==> src/icache_ctrl_config.svh <==
// Build-time configuration of the icache control unit, included by the package and RTL that decode words
`ifndef ICACHE_CTRL_CONFIG_SVH
`define ICACHE_CTRL_CONFIG_SVH

// Number of cores served by the unit
`define ICACHE_NB_CORES      4

// Peripheral bus widths
`define ICACHE_DATA_WIDTH    32
`define ICACHE_ADDR_WIDTH    32
`define ICACHE_ID_WIDTH      5

// Register word indices, taken from address bits 7:2
`define ICACHE_REG_ENABLE    6'd0
`define ICACHE_REG_FLUSH     6'd1
`define ICACHE_REG_RESERVED  6'd2

// Read patterns for words that hold no register
`define ICACHE_RD_RESERVED   32'hBADD_A555
`define ICACHE_RD_UNMAPPED   32'hDEAD_A555

`endif

==> src/icache_ctrl_pkg.sv <==
// Shared types of the icache control unit, imported by its RTL and testbench
`default_nettype none

`include "icache_ctrl_config.svh"

package icache_ctrl_pkg;

    // Bus payload types
    typedef logic [`ICACHE_DATA_WIDTH-1:0] word_t;
    typedef logic [`ICACHE_ADDR_WIDTH-1:0] addr_t;
    typedef logic [`ICACHE_ID_WIDTH-1:0]   periph_id_t;

    // One bit per core
    typedef logic [`ICACHE_NB_CORES-1:0]   core_mask_t;

    // Word index, address bits 7:2
    typedef logic [5:0]                    reg_idx_t;

    // Control FSM states
    typedef enum logic [1:0]
    {
        IDLE,           // Granting new transfers
        WAIT_ENABLE,    // Cores leaving bypass
        WAIT_DISABLE,   // Cores entering bypass
        WAIT_FLUSH      // Cores flushing
    } ctrl_state_e;

endpackage

`default_nettype wire

==> src/ack_collector.sv <==
// Sticky per-core acknowledge tracker; raises all_acked once each core showed the wanted level
`timescale 1ns/1ps
`default_nettype none

module ack_collector
#(
    parameter bit ACK_LEVEL = 1'b1      // Level that counts as an acknowledge
)
(
    input  logic                        clk_i,
    input  logic                        rst_ni,
    input  logic                        listen_i,
    input  logic                        clear_i,
    input  icache_ctrl_pkg::core_mask_t ack_i,
    output logic                        all_acked_o
);
    import icache_ctrl_pkg::*;

    core_mask_t acked_q;
    core_mask_t ack_match;

    // Cores currently showing the wanted level
    assign ack_match = ACK_LEVEL ? ack_i : ~ack_i;

    always_ff @(posedge clk_i or negedge rst_ni)
    begin
        if (!rst_ni)
            acked_q <= '0;
        else if (clear_i)
            acked_q <= '0;      // Clear wins over a listen in the same cycle
        else if (listen_i)
            acked_q <= acked_q | ack_match;
    end

    assign all_acked_o = &acked_q;

endmodule

`default_nettype wire

==> src/icache_ctrl_fsm.sv <==
// Control FSM of the icache control unit; grants transfers, decodes writes and waits for core acks
`timescale 1ns/1ps
`default_nettype none

`include "icache_ctrl_config.svh"

module icache_ctrl_fsm
(
    input  logic                      clk_i,
    input  logic                      rst_ni,
    input  logic                      req_i,
    input  logic                      wen_i,      // High means read
    input  icache_ctrl_pkg::addr_t    addr_i,
    input  icache_ctrl_pkg::word_t    wdata_i,
    input  logic                      enable_acked_i,
    input  logic                      disable_acked_i,
    input  logic                      flush_acked_i,
    output logic                      gnt_o,
    output logic                      rd_strobe_o,
    output icache_ctrl_pkg::reg_idx_t rd_idx_o,
    output logic                      wr_enable_o,
    output logic                      wr_flush_o,
    output logic                      deliver_write_o,
    output logic                      listen_enable_o,
    output logic                      listen_disable_o,
    output logic                      listen_flush_o,
    output logic                      clear_enable_o,
    output logic                      clear_disable_o,
    output logic                      clear_flush_o
);
    import icache_ctrl_pkg::*;

    ctrl_state_e state_q;
    ctrl_state_e state_d;
    reg_idx_t    word_idx;
    logic        xfer;

    assign word_idx = addr_i[7:2];
    assign rd_idx_o = word_idx;
    assign gnt_o    = (state_q == IDLE);    // No grant while waiting on cores
    assign xfer     = gnt_o & req_i;

    always_comb
    begin
        state_d          = state_q;
        rd_strobe_o      = 1'b0;
        wr_enable_o      = 1'b0;
        wr_flush_o       = 1'b0;
        deliver_write_o  = 1'b0;
        listen_enable_o  = 1'b0;
        listen_disable_o = 1'b0;
        listen_flush_o   = 1'b0;
        clear_enable_o   = 1'b0;
        clear_disable_o  = 1'b0;
        clear_flush_o    = 1'b0;

        case (state_q)
            IDLE:
            begin
                if (xfer && wen_i)
                    rd_strobe_o = 1'b1;
                else if (xfer)
                begin
                    case (word_idx)
                        `ICACHE_REG_ENABLE:
                        begin
                            wr_enable_o = 1'b1;
                            // Zero word means every core goes to bypass
                            state_d     = (wdata_i == '0) ? WAIT_DISABLE : WAIT_ENABLE;
                        end
                        `ICACHE_REG_FLUSH:
                        begin
                            wr_flush_o = 1'b1;
                            state_d    = WAIT_FLUSH;
                        end
                        default: deliver_write_o = 1'b1;  // Ack with no effect
                    endcase
                end
            end

            WAIT_ENABLE:
            begin
                listen_enable_o = 1'b1;
                if (enable_acked_i)
                begin
                    clear_enable_o  = 1'b1;
                    deliver_write_o = 1'b1;
                    state_d         = IDLE;
                end
            end

            WAIT_DISABLE:
            begin
                listen_disable_o = 1'b1;
                if (disable_acked_i)
                begin
                    clear_disable_o = 1'b1;
                    deliver_write_o = 1'b1;
                    state_d         = IDLE;
                end
            end

            WAIT_FLUSH:
            begin
                listen_flush_o = 1'b1;
                if (flush_acked_i)
                begin
                    clear_flush_o   = 1'b1;
                    deliver_write_o = 1'b1;
                    state_d         = IDLE;
                end
            end

            default: state_d = IDLE;
        endcase
    end

    always_ff @(posedge clk_i or negedge rst_ni)
    begin
        if (!rst_ni)
            state_q <= IDLE;
        else
            state_q <= state_d;
    end

endmodule

`default_nettype wire

==> src/icache_ctrl_regs.sv <==
// Enable and flush registers of the icache control unit, with read mux and per-core request outputs
`timescale 1ns/1ps
`default_nettype none

`include "icache_ctrl_config.svh"

module icache_ctrl_regs
(
    input  logic                        clk_i,
    input  logic                        rst_ni,
    input  logic                        wr_enable_i,
    input  logic                        wr_flush_i,
    input  icache_ctrl_pkg::word_t      wdata_i,
    input  icache_ctrl_pkg::reg_idx_t   rd_idx_i,
    output icache_ctrl_pkg::word_t      rd_data_o,
    output icache_ctrl_pkg::core_mask_t bypass_req_o,
    output icache_ctrl_pkg::core_mask_t flush_req_o
);
    import icache_ctrl_pkg::*;

    word_t enable_q;
    word_t flush_q;

    // Writes land on the transfer edge
    always_ff @(posedge clk_i or negedge rst_ni)
    begin
        if (!rst_ni)
        begin
            enable_q <= '0;
            flush_q  <= '0;
        end
        else
        begin
            if (wr_enable_i)
                enable_q <= wdata_i;
            if (wr_flush_i)
                flush_q  <= wdata_i;
        end
    end

    always_comb
    begin
        case (rd_idx_i)
            `ICACHE_REG_ENABLE:   rd_data_o = enable_q;
            `ICACHE_REG_FLUSH:    rd_data_o = flush_q;
            `ICACHE_REG_RESERVED: rd_data_o = `ICACHE_RD_RESERVED;
            default:              rd_data_o = `ICACHE_RD_UNMAPPED;
        endcase
    end

    // A cleared enable bit puts that core in bypass
    assign bypass_req_o = ~enable_q[`ICACHE_NB_CORES-1:0];
    assign flush_req_o  = flush_q[`ICACHE_NB_CORES-1:0];

endmodule

`default_nettype wire

==> src/periph_resp_port.sv <==
// Registered peripheral bus response path; one response per transfer with the captured id
`timescale 1ns/1ps
`default_nettype none

module periph_resp_port
(
    input  logic                        clk_i,
    input  logic                        rst_ni,
    input  logic                        req_i,
    input  logic                        gnt_i,
    input  icache_ctrl_pkg::periph_id_t id_i,
    input  logic                        rd_strobe_i,
    input  icache_ctrl_pkg::word_t      rd_data_i,
    input  logic                        deliver_write_i,
    output logic                        r_valid_o,
    output logic                        r_opc_o,
    output icache_ctrl_pkg::periph_id_t r_id_o,
    output icache_ctrl_pkg::word_t      r_rdata_o
);

    always_ff @(posedge clk_i or negedge rst_ni)
    begin
        if (!rst_ni)
        begin
            r_valid_o <= 1'b0;
            r_rdata_o <= '0;
            r_id_o    <= '0;
        end
        else
        begin
            // Held through a wait state, since no grant is given there
            if (req_i && gnt_i)
                r_id_o <= id_i;

            r_valid_o <= rd_strobe_i | deliver_write_i;

            if (rd_strobe_i)
                r_rdata_o <= rd_data_i;
            else
                r_rdata_o <= '0;    // Write responses and idle cycles
        end
    end

    assign r_opc_o = 1'b0;  // No error responses

endmodule

`default_nettype wire

==> src/icache_ctrl_unit.sv <==
// Top level of the icache control unit, a bus slave driving bypass and flush requests to the cores
`timescale 1ns/1ps
`default_nettype none

module icache_ctrl_unit
(
    input  logic                        clk_i,
    input  logic                        rst_ni,
    input  logic                        req_i,
    input  icache_ctrl_pkg::addr_t      addr_i,
    input  logic                        wen_i,
    input  icache_ctrl_pkg::word_t      wdata_i,
    input  icache_ctrl_pkg::periph_id_t id_i,
    input  icache_ctrl_pkg::core_mask_t bypass_ack_i,
    input  icache_ctrl_pkg::core_mask_t flush_ack_i,
    output logic                        gnt_o,
    output logic                        r_valid_o,
    output logic                        r_opc_o,
    output icache_ctrl_pkg::periph_id_t r_id_o,
    output icache_ctrl_pkg::word_t      r_rdata_o,
    output icache_ctrl_pkg::core_mask_t bypass_req_o,
    output icache_ctrl_pkg::core_mask_t flush_req_o
);
    import icache_ctrl_pkg::*;

    logic     rd_strobe;
    reg_idx_t rd_idx;
    word_t    rd_data;
    logic     wr_enable;
    logic     wr_flush;
    logic     deliver_write;
    logic     listen_enable;
    logic     listen_disable;
    logic     listen_flush;
    logic     clear_enable;
    logic     clear_disable;
    logic     clear_flush;
    logic     enable_acked;
    logic     disable_acked;
    logic     flush_acked;

    icache_ctrl_fsm u_fsm
    (
        .clk_i            (clk_i),
        .rst_ni           (rst_ni),
        .req_i            (req_i),
        .wen_i            (wen_i),
        .addr_i           (addr_i),
        .wdata_i          (wdata_i),
        .enable_acked_i   (enable_acked),
        .disable_acked_i  (disable_acked),
        .flush_acked_i    (flush_acked),
        .gnt_o            (gnt_o),
        .rd_strobe_o      (rd_strobe),
        .rd_idx_o         (rd_idx),
        .wr_enable_o      (wr_enable),
        .wr_flush_o       (wr_flush),
        .deliver_write_o  (deliver_write),
        .listen_enable_o  (listen_enable),
        .listen_disable_o (listen_disable),
        .listen_flush_o   (listen_flush),
        .clear_enable_o   (clear_enable),
        .clear_disable_o  (clear_disable),
        .clear_flush_o    (clear_flush)
    );

    icache_ctrl_regs u_regs
    (
        .clk_i        (clk_i),
        .rst_ni       (rst_ni),
        .wr_enable_i  (wr_enable),
        .wr_flush_i   (wr_flush),
        .wdata_i      (wdata_i),
        .rd_idx_i     (rd_idx),
        .rd_data_o    (rd_data),
        .bypass_req_o (bypass_req_o),
        .flush_req_o  (flush_req_o)
    );

    // Enable completes when every core has left bypass
    ack_collector #(.ACK_LEVEL(1'b0)) u_ack_enable
    (
        .clk_i       (clk_i),
        .rst_ni      (rst_ni),
        .listen_i    (listen_enable),
        .clear_i     (clear_enable),
        .ack_i       (bypass_ack_i),
        .all_acked_o (enable_acked)
    );

    ack_collector #(.ACK_LEVEL(1'b1)) u_ack_disable
    (
        .clk_i       (clk_i),
        .rst_ni      (rst_ni),
        .listen_i    (listen_disable),
        .clear_i     (clear_disable),
        .ack_i       (bypass_ack_i),
        .all_acked_o (disable_acked)
    );

    ack_collector #(.ACK_LEVEL(1'b1)) u_ack_flush
    (
        .clk_i       (clk_i),
        .rst_ni      (rst_ni),
        .listen_i    (listen_flush),
        .clear_i     (clear_flush),
        .ack_i       (flush_ack_i),
        .all_acked_o (flush_acked)
    );

    periph_resp_port u_resp
    (
        .clk_i           (clk_i),
        .rst_ni          (rst_ni),
        .req_i           (req_i),
        .gnt_i           (gnt_o),
        .id_i            (id_i),
        .rd_strobe_i     (rd_strobe),
        .rd_data_i       (rd_data),
        .deliver_write_i (deliver_write),
        .r_valid_o       (r_valid_o),
        .r_opc_o         (r_opc_o),
        .r_id_o          (r_id_o),
        .r_rdata_o       (r_rdata_o)
    );

endmodule

`default_nettype wire

==> config.mk <==
export PLATFORM = sky130hd
export DESIGN_NAME = icache_ctrl_unit
export DESIGN_NICKNAME = d
export VERILOG_FILES = /design/src/icache_ctrl_pkg.sv /design/src/ack_collector.sv /design/src/icache_ctrl_fsm.sv /design/src/icache_ctrl_regs.sv /design/src/periph_resp_port.sv /design/src/icache_ctrl_unit.sv
export VERILOG_INCLUDE_DIRS = /design/src /design/src/src
export SDC_FILE = /design/constraint.sdc
export NUM_CORES = 1
export LEC_CHECK = 0
export BUFFER_PORTS_ARGS = -buffer_cell sky130_fd_sc_hd__buf_4
export CAP_MARGIN = 20
export CORE_ASPECT_RATIO = 1.25
export CORE_UTILIZATION = 52
export DETAILED_ROUTE_END_ITERATION = 10
export PLACE_DENSITY_LB_ADDON = 0.08
export SETUP_SLACK_MARGIN = 0.5
export SLEW_MARGIN = 10
export SYNTH_ARGS = -nofsm -noshare
export SYNTH_HDL_FRONTEND = slang
export SYNTH_SLANG_ARGS = --single-unit
==> constraint.sdc <==
create_clock -name clk_i -period 2 [get_ports clk_i]
set_input_delay 0.4 -clock clk_i [delete_from_list [all_inputs] [get_ports clk_i]]
set_output_delay 0.4 -clock clk_i [all_outputs]
set_load 0.01 [all_outputs]
# Yosys cells after proc, flatten, opt, wreduce, memory -nomap -nowiden
# Index checks and enable logic that the tools add are counted.
[totals] register_bits=116 latchBits=0 ramBits=0 romBits=0 input_bits=81 wordCells=79 mem_count=0
[op_classes] addsub=0 multipliers=0 div_mod_pow=0 order_cmp=0 eq_ne=11 n_shift=0 mux=39 n_bitwise=7 n_reduce_logical=13
[op_table] cell="$pmux W32 S3" count=1
[op_table] cell="$logic_not A32 Y1" count=1
[op_table] cell="$mux W32" count=1
[op_table] cell="$mux W4" count=6
[op_table] cell="$mux W1" count=22
[op_table] cell="$mux W2" count=6
[op_table] cell="$or A4 B4 Y4" count=3
[op_table] cell="$reduce_and A4 Y1" count=3
[op_table] cell="$ne A2 B2 Y1 const B" count=5
[op_table] cell="$not A4 Y4" count=2
[op_table] cell="$pmux W2 S4" count=1
[op_table] cell="$eq A6 B1 Y1 const B" count=1
[op_table] cell="$eq A6 B2 Y1 const B" count=1
[op_table] cell="$logic_not A6 Y1" count=1
[op_table] cell="$reduce_and A6 Y1" count=1
[op_table] cell="$reduce_bool A2 Y1" count=3
[op_table] cell="$eq A2 B2 Y1 const B" count=2
[op_table] cell="$pmux W1 S4" count=1
[op_table] cell="$pmux W2 S2" count=1
[op_table] cell="$ne A3 B3 Y1 const B" count=1
[op_table] cell="$eq A2 B1 Y1 const B" count=1
[op_table] cell="$logic_and A1 B1 Y1" count=2
[op_table] cell="$logic_not A2 Y1" count=1
[op_table] cell="$reduce_or A2 Y1" count=1
[op_table] cell="other kinds (2)" count=2

# Logic depth before layout (Yosys ltp)
[logic_depth] depth_word=7 ltp_mapped=7 depth_no_buf=4

# Cells and area by module
# A second synthesis with hierarchy kept.
[hier_totals] cells_unflattened=400 area_unflattened_um2=4976.0
[modules_own_cells] mod="icache_ctrl_regs" n_inst=1 cells_per_inst=231 area_per_inst_um2=2947.8
[modules_own_cells] mod="periph_resp_port" n_inst=1 cells_per_inst=82 area_per_inst_um2=1246.2
[modules_own_cells] mod="icache_ctrl_fsm" n_inst=1 cells_per_inst=44 area_per_inst_um2=321.6
[modules_own_cells] mod="ack_collector (u_ack_disable ...)" n_inst=2 cells_per_inst=13 area_per_inst_um2=143.9
[modules_own_cells] mod="ack_collector (u_ack_enable)" n_inst=1 cells_per_inst=17 area_per_inst_um2=172.7

# Least setup slack after synthesis
# Ideal clock, no wire load.
[synth_path] kind="in2reg" start="input addr_i[5]" end="register u_regs.enable_q[0]" arrival_ns=2.090 path_slack_ns=-0.215 cell_stages=7 path_buffers=3 path_cell_list="or4_4 -> or3_1 -> buf_2 -> nand2b_4 -> buf_6 -> buf_6 -> mux2_4"
[synth_via] elab_chain_len=5
[synth_lines] element="from (decl)" line_no="icache_ctrl_unit.sv:10" rtl="input icache_ctrl_pkg::addr_t addr_i,"
[synth_lines] element="$logic_not A6 Y1" line_no="icache_ctrl_fsm.sv:64" rtl="case (word_idx)"
[synth_lines] element="$mux W1" line_no="icache_ctrl_fsm.sv:64"
[synth_lines] element="$mux W1" line_no="icache_ctrl_fsm.sv:62" rtl="else if (xfer)"
[synth_lines] element="$mux W1" line_no="icache_ctrl_fsm.sv:60" rtl="if (xfer && wen_i)"
[synth_lines] element="$mux W1" line_no="icache_ctrl_fsm.sv:57" rtl="case (state_q)"
[synth_lines] element="to (signal assigned)" line_no="icache_ctrl_regs.sv:35" rtl="enable_q <= wdata_i;"
[synth_lines] element="to (decl)" line_no="icache_ctrl_regs.sv:21" rtl="word_t enable_q;"
# Every way passes these cells.
# A chain may end at the register's enable or synchronous reset.

# Worst setup path in the final report
[layout_path] start="input addr_i[5]" end="register u_regs.enable_q[24]"
# Same word-level chain as after synthesis.

==> results.ini <==
[timing]
hold_viol=0
worstMarginPinSlew_ns=0.575
maxSlewHeadroom=0.617
finClkSkew_ns=0.00807
rsz0062_at_grt=true
period_minus_slack_ns=1.70
final_max_slew_viol_count=0
fmax_mhz=590
fin_crit_sh=0.848
setup_viol=0
setup_ws_ns=0.305

[yosys]
yosys_register_bits=116
synth_cell_types=36
yosys.area.top_type_share=0.610
syn-instance-count=359
synth_edf_count=0
syn_area_mm2=0.00476
yosys.area.top_type=dfrtp_1
synthFlopType=dfrtp_1
yosysMostFrequentCell=dfrtp_1
avgSynthCellArea_um2=13.3
yosys_warnings=0
ys_async_sr_fraction=1.00
synth_commonest_cells=116 x dfrtp_1, 58 x nor2_1, 37 x mux2_2
ys_top_cells_by_area=dfrtp_1 61%, mux2_4 9.5%, mux2_2 8.8%
yosysSeqAreaShare=0.610
synth.net_count=440

[place]
portBuffers=101
place_congestion=0.740
dp_hpwl_mm=6.83
dpl_cell_area_mm2=0.00576
place_ws_ns=-0.188

[drt]
drt_iter0_markers=164
vias=3259
routed_wl_mm=10.5
vias_per_cell=5.27
ant_nets=0
wl_per_cell_um=17.0
firstDrtPassIters=4
drc=0

[min_path]
hp-start=id_i[4]
hold_class=primary input to flop
hold-path-cell-count=2
hold_end=u_resp.r_id_o[4]

[critical_path]
r2r_end=u_regs.enable_q[24]
cp_max_fo=18
path_cells=buf_6 > or4_4 > or3_4 > nand2b_4 > buf_12 > mux2_1
crit_slowest_cell=or4_4
r2r_slack_ns=0.39
slowest_delay_ns=0.54
path_buf_inv=2
regToRegStartpoint=u_fsm.state_q[1]
critPathKind=primary input to flop
endpoint_kind=flop
crit_required_ns=2.40
crit_path_start_kind=primary input
worstRegToRegCells=5
arrival_ns=2.09
critical_path.top_delay_family=simple AND/OR/NAND/NOR gates

[global_routing]
grt_pass1_vias=3261
grt_pass1_wl_mm=16.2
grt_usage=0.236
gr-total-overflow=0
antenna_found_initial=0
grt_max_degree=42

[floorplanning]
die-width_um=87.6
rows=38
dieArea_mm2=0.00954
io-pin-count=129
die_h_um=109
start_util=0.541
core-area_mm2=0.00880

[cells_and_area]
nets=569
design_area_mm2=0.00655
num-fill-cells=599
diodes=0
layout-drive-gt1-share=0.498
syn_to_final_growth_pct=37.7
postLayoutCoreUtil=0.745

[clock_network]
h-tree-depth=4
cts_tree=done
clk_path_buf_depth=2
clk-insertion-delay-late_ns=0.52
root_buffer=clkbuf_8
clkSlewWorstSetupHoldPaths_ns=0.05
cts_sinks=116
numCtsBuffers=17

[power]
p_leak_nw=3.38
power_density_mw_per_mm2=930
ir_worst_vdd_uv=639

[run_status]
status=complete, no violations

[job]
maxCapViolCount=0

-- layer usage --
| metal | vias to the layer above | wire (µm) | global-route usage |
|---|---|---|---|
| li1 | 1522 | - | - |
| met1 | 1622 | 4620 | 0.293 |
| met2 | 98 | 5250 | 0.384 |
| met3 | 17 | 460 | 0.0560 |
| met4 | 0 | 201 | 0.117 |
| met5 | - | 0 | 0 |
-- power by group --
group          internal (mW)  leakage (nW)  switching [mW]  total, mW
logic                  0.420          1.57           0.326      0.746
clock network           1.71         0.257           0.953       2.67
registers               2.57          1.55           0.113       2.68
total                   4.70          3.38            1.39       6.10
-- final cells by class --
type	count	area, µm²	area share
clock inverter	5	52.6	0.00802
multi-input combinational	216	1820	0.277
tap	120	150	0.0229
timing repair buffer	133	1150	0.175
inverter	4	15.0	0.00229
sequential	116	2900	0.443
clock buffer	24	470	0.0718
-- repair_timing --
action,in CTS,in global routing
setup endpoints to repair,81,86
endpoints found under the hold margin,38,0
hold buffers,1,0
gates resized for setup,16,28
pin swaps,2,3
cloned,2,0
setup buffers,8,1
-- worst reg2reg max path, cell delays in order, from the launching register on --
cell	delay, ns
dfrtp_1	0.41
nor4b_4	0.30
buf_4	0.17
nand2b_4	0.10
buf_12	0.19
mux2_1	0.32
-- cell usage in the layout (no fill, tap or decap), drive strengths merged --
cell / count
o31ai: 2
nand3: 1
bufinv: 1
o211ai: 1
and3: 1
nor2b: 5
nand2: 7
mux2: 69
nor3: 1
o22ai: 19
dlygate4sd3: 1
conb: 1
clkinv: 3
nand4: 4
dfrtp: 116
a21oi: 10
nand2b: 3
buf: 132
nor3b: 3
inv: 4
mux2i: 10
and4: 1
or4: 1
nor2: 58
o211a: 1
o21ai: 1
nor4: 9
a21o: 1
or3: 2
clkbuf: 24
nor4b: 1
a31oi: 4
clkinvlp: 1
-- through the flow --
stage                     total power, mW  setup TNS, ns  hold WS, ns  instances
after global routing                 6.34              0        0.114        618
after detailed placement             3.41          -7.34        0.430        577
after floorplan                      3.05          -6.61        0.104        359
final                                6.10              0        0.116        618
after CTS                            6.13              0       0.0941        617
after global placement               3.38          -7.36        0.426        577
-- state kept, by name, summed over array words and instances (netlist names) --
register and flops:
u_ack_flush.acked_q 4, u_regs.flush_q 32, u_regs.enable_q 32, u_ack_disable.acked_q 4
u_ack_enable.acked_q 4, u_fsm.state_q 2, u_resp.r_rdata_o 32, u_resp.r_valid_o 1
u_resp.r_id_o 5
-- worst max path at each step --
stage	from	end	slack (ns)	depth (start not counted)
after global placement	addr_i[5]	u_regs.enable_q[23]	-0.18	6
after CTS	u_fsm.state_q[1]	gnt_o	0.32	3
after global routing	addr_i[5]	u_regs.enable_q[24]	0.29	6
final	addr_i[5]	u_regs.enable_q[24]	0.30	6
after detailed placement	addr_i[5]	u_regs.enable_q[23]	-0.19	6
after floorplan	addr_i[5]	u_regs.enable_q[0]	-0.22	7
-- cells by family (layout without fill, tap and decap cells) --
group,count (synthesis),count (layout),share of synthesized area
compound gates,39,39,0.0502
buf+inv,27,166,0.0318
flops,116,116,0.610
mux,79,79,0.208
other cells,1,1,0.000788
simple gates,97,97,0.0996
Note: power is estimated with default switching activity, not from simulation.
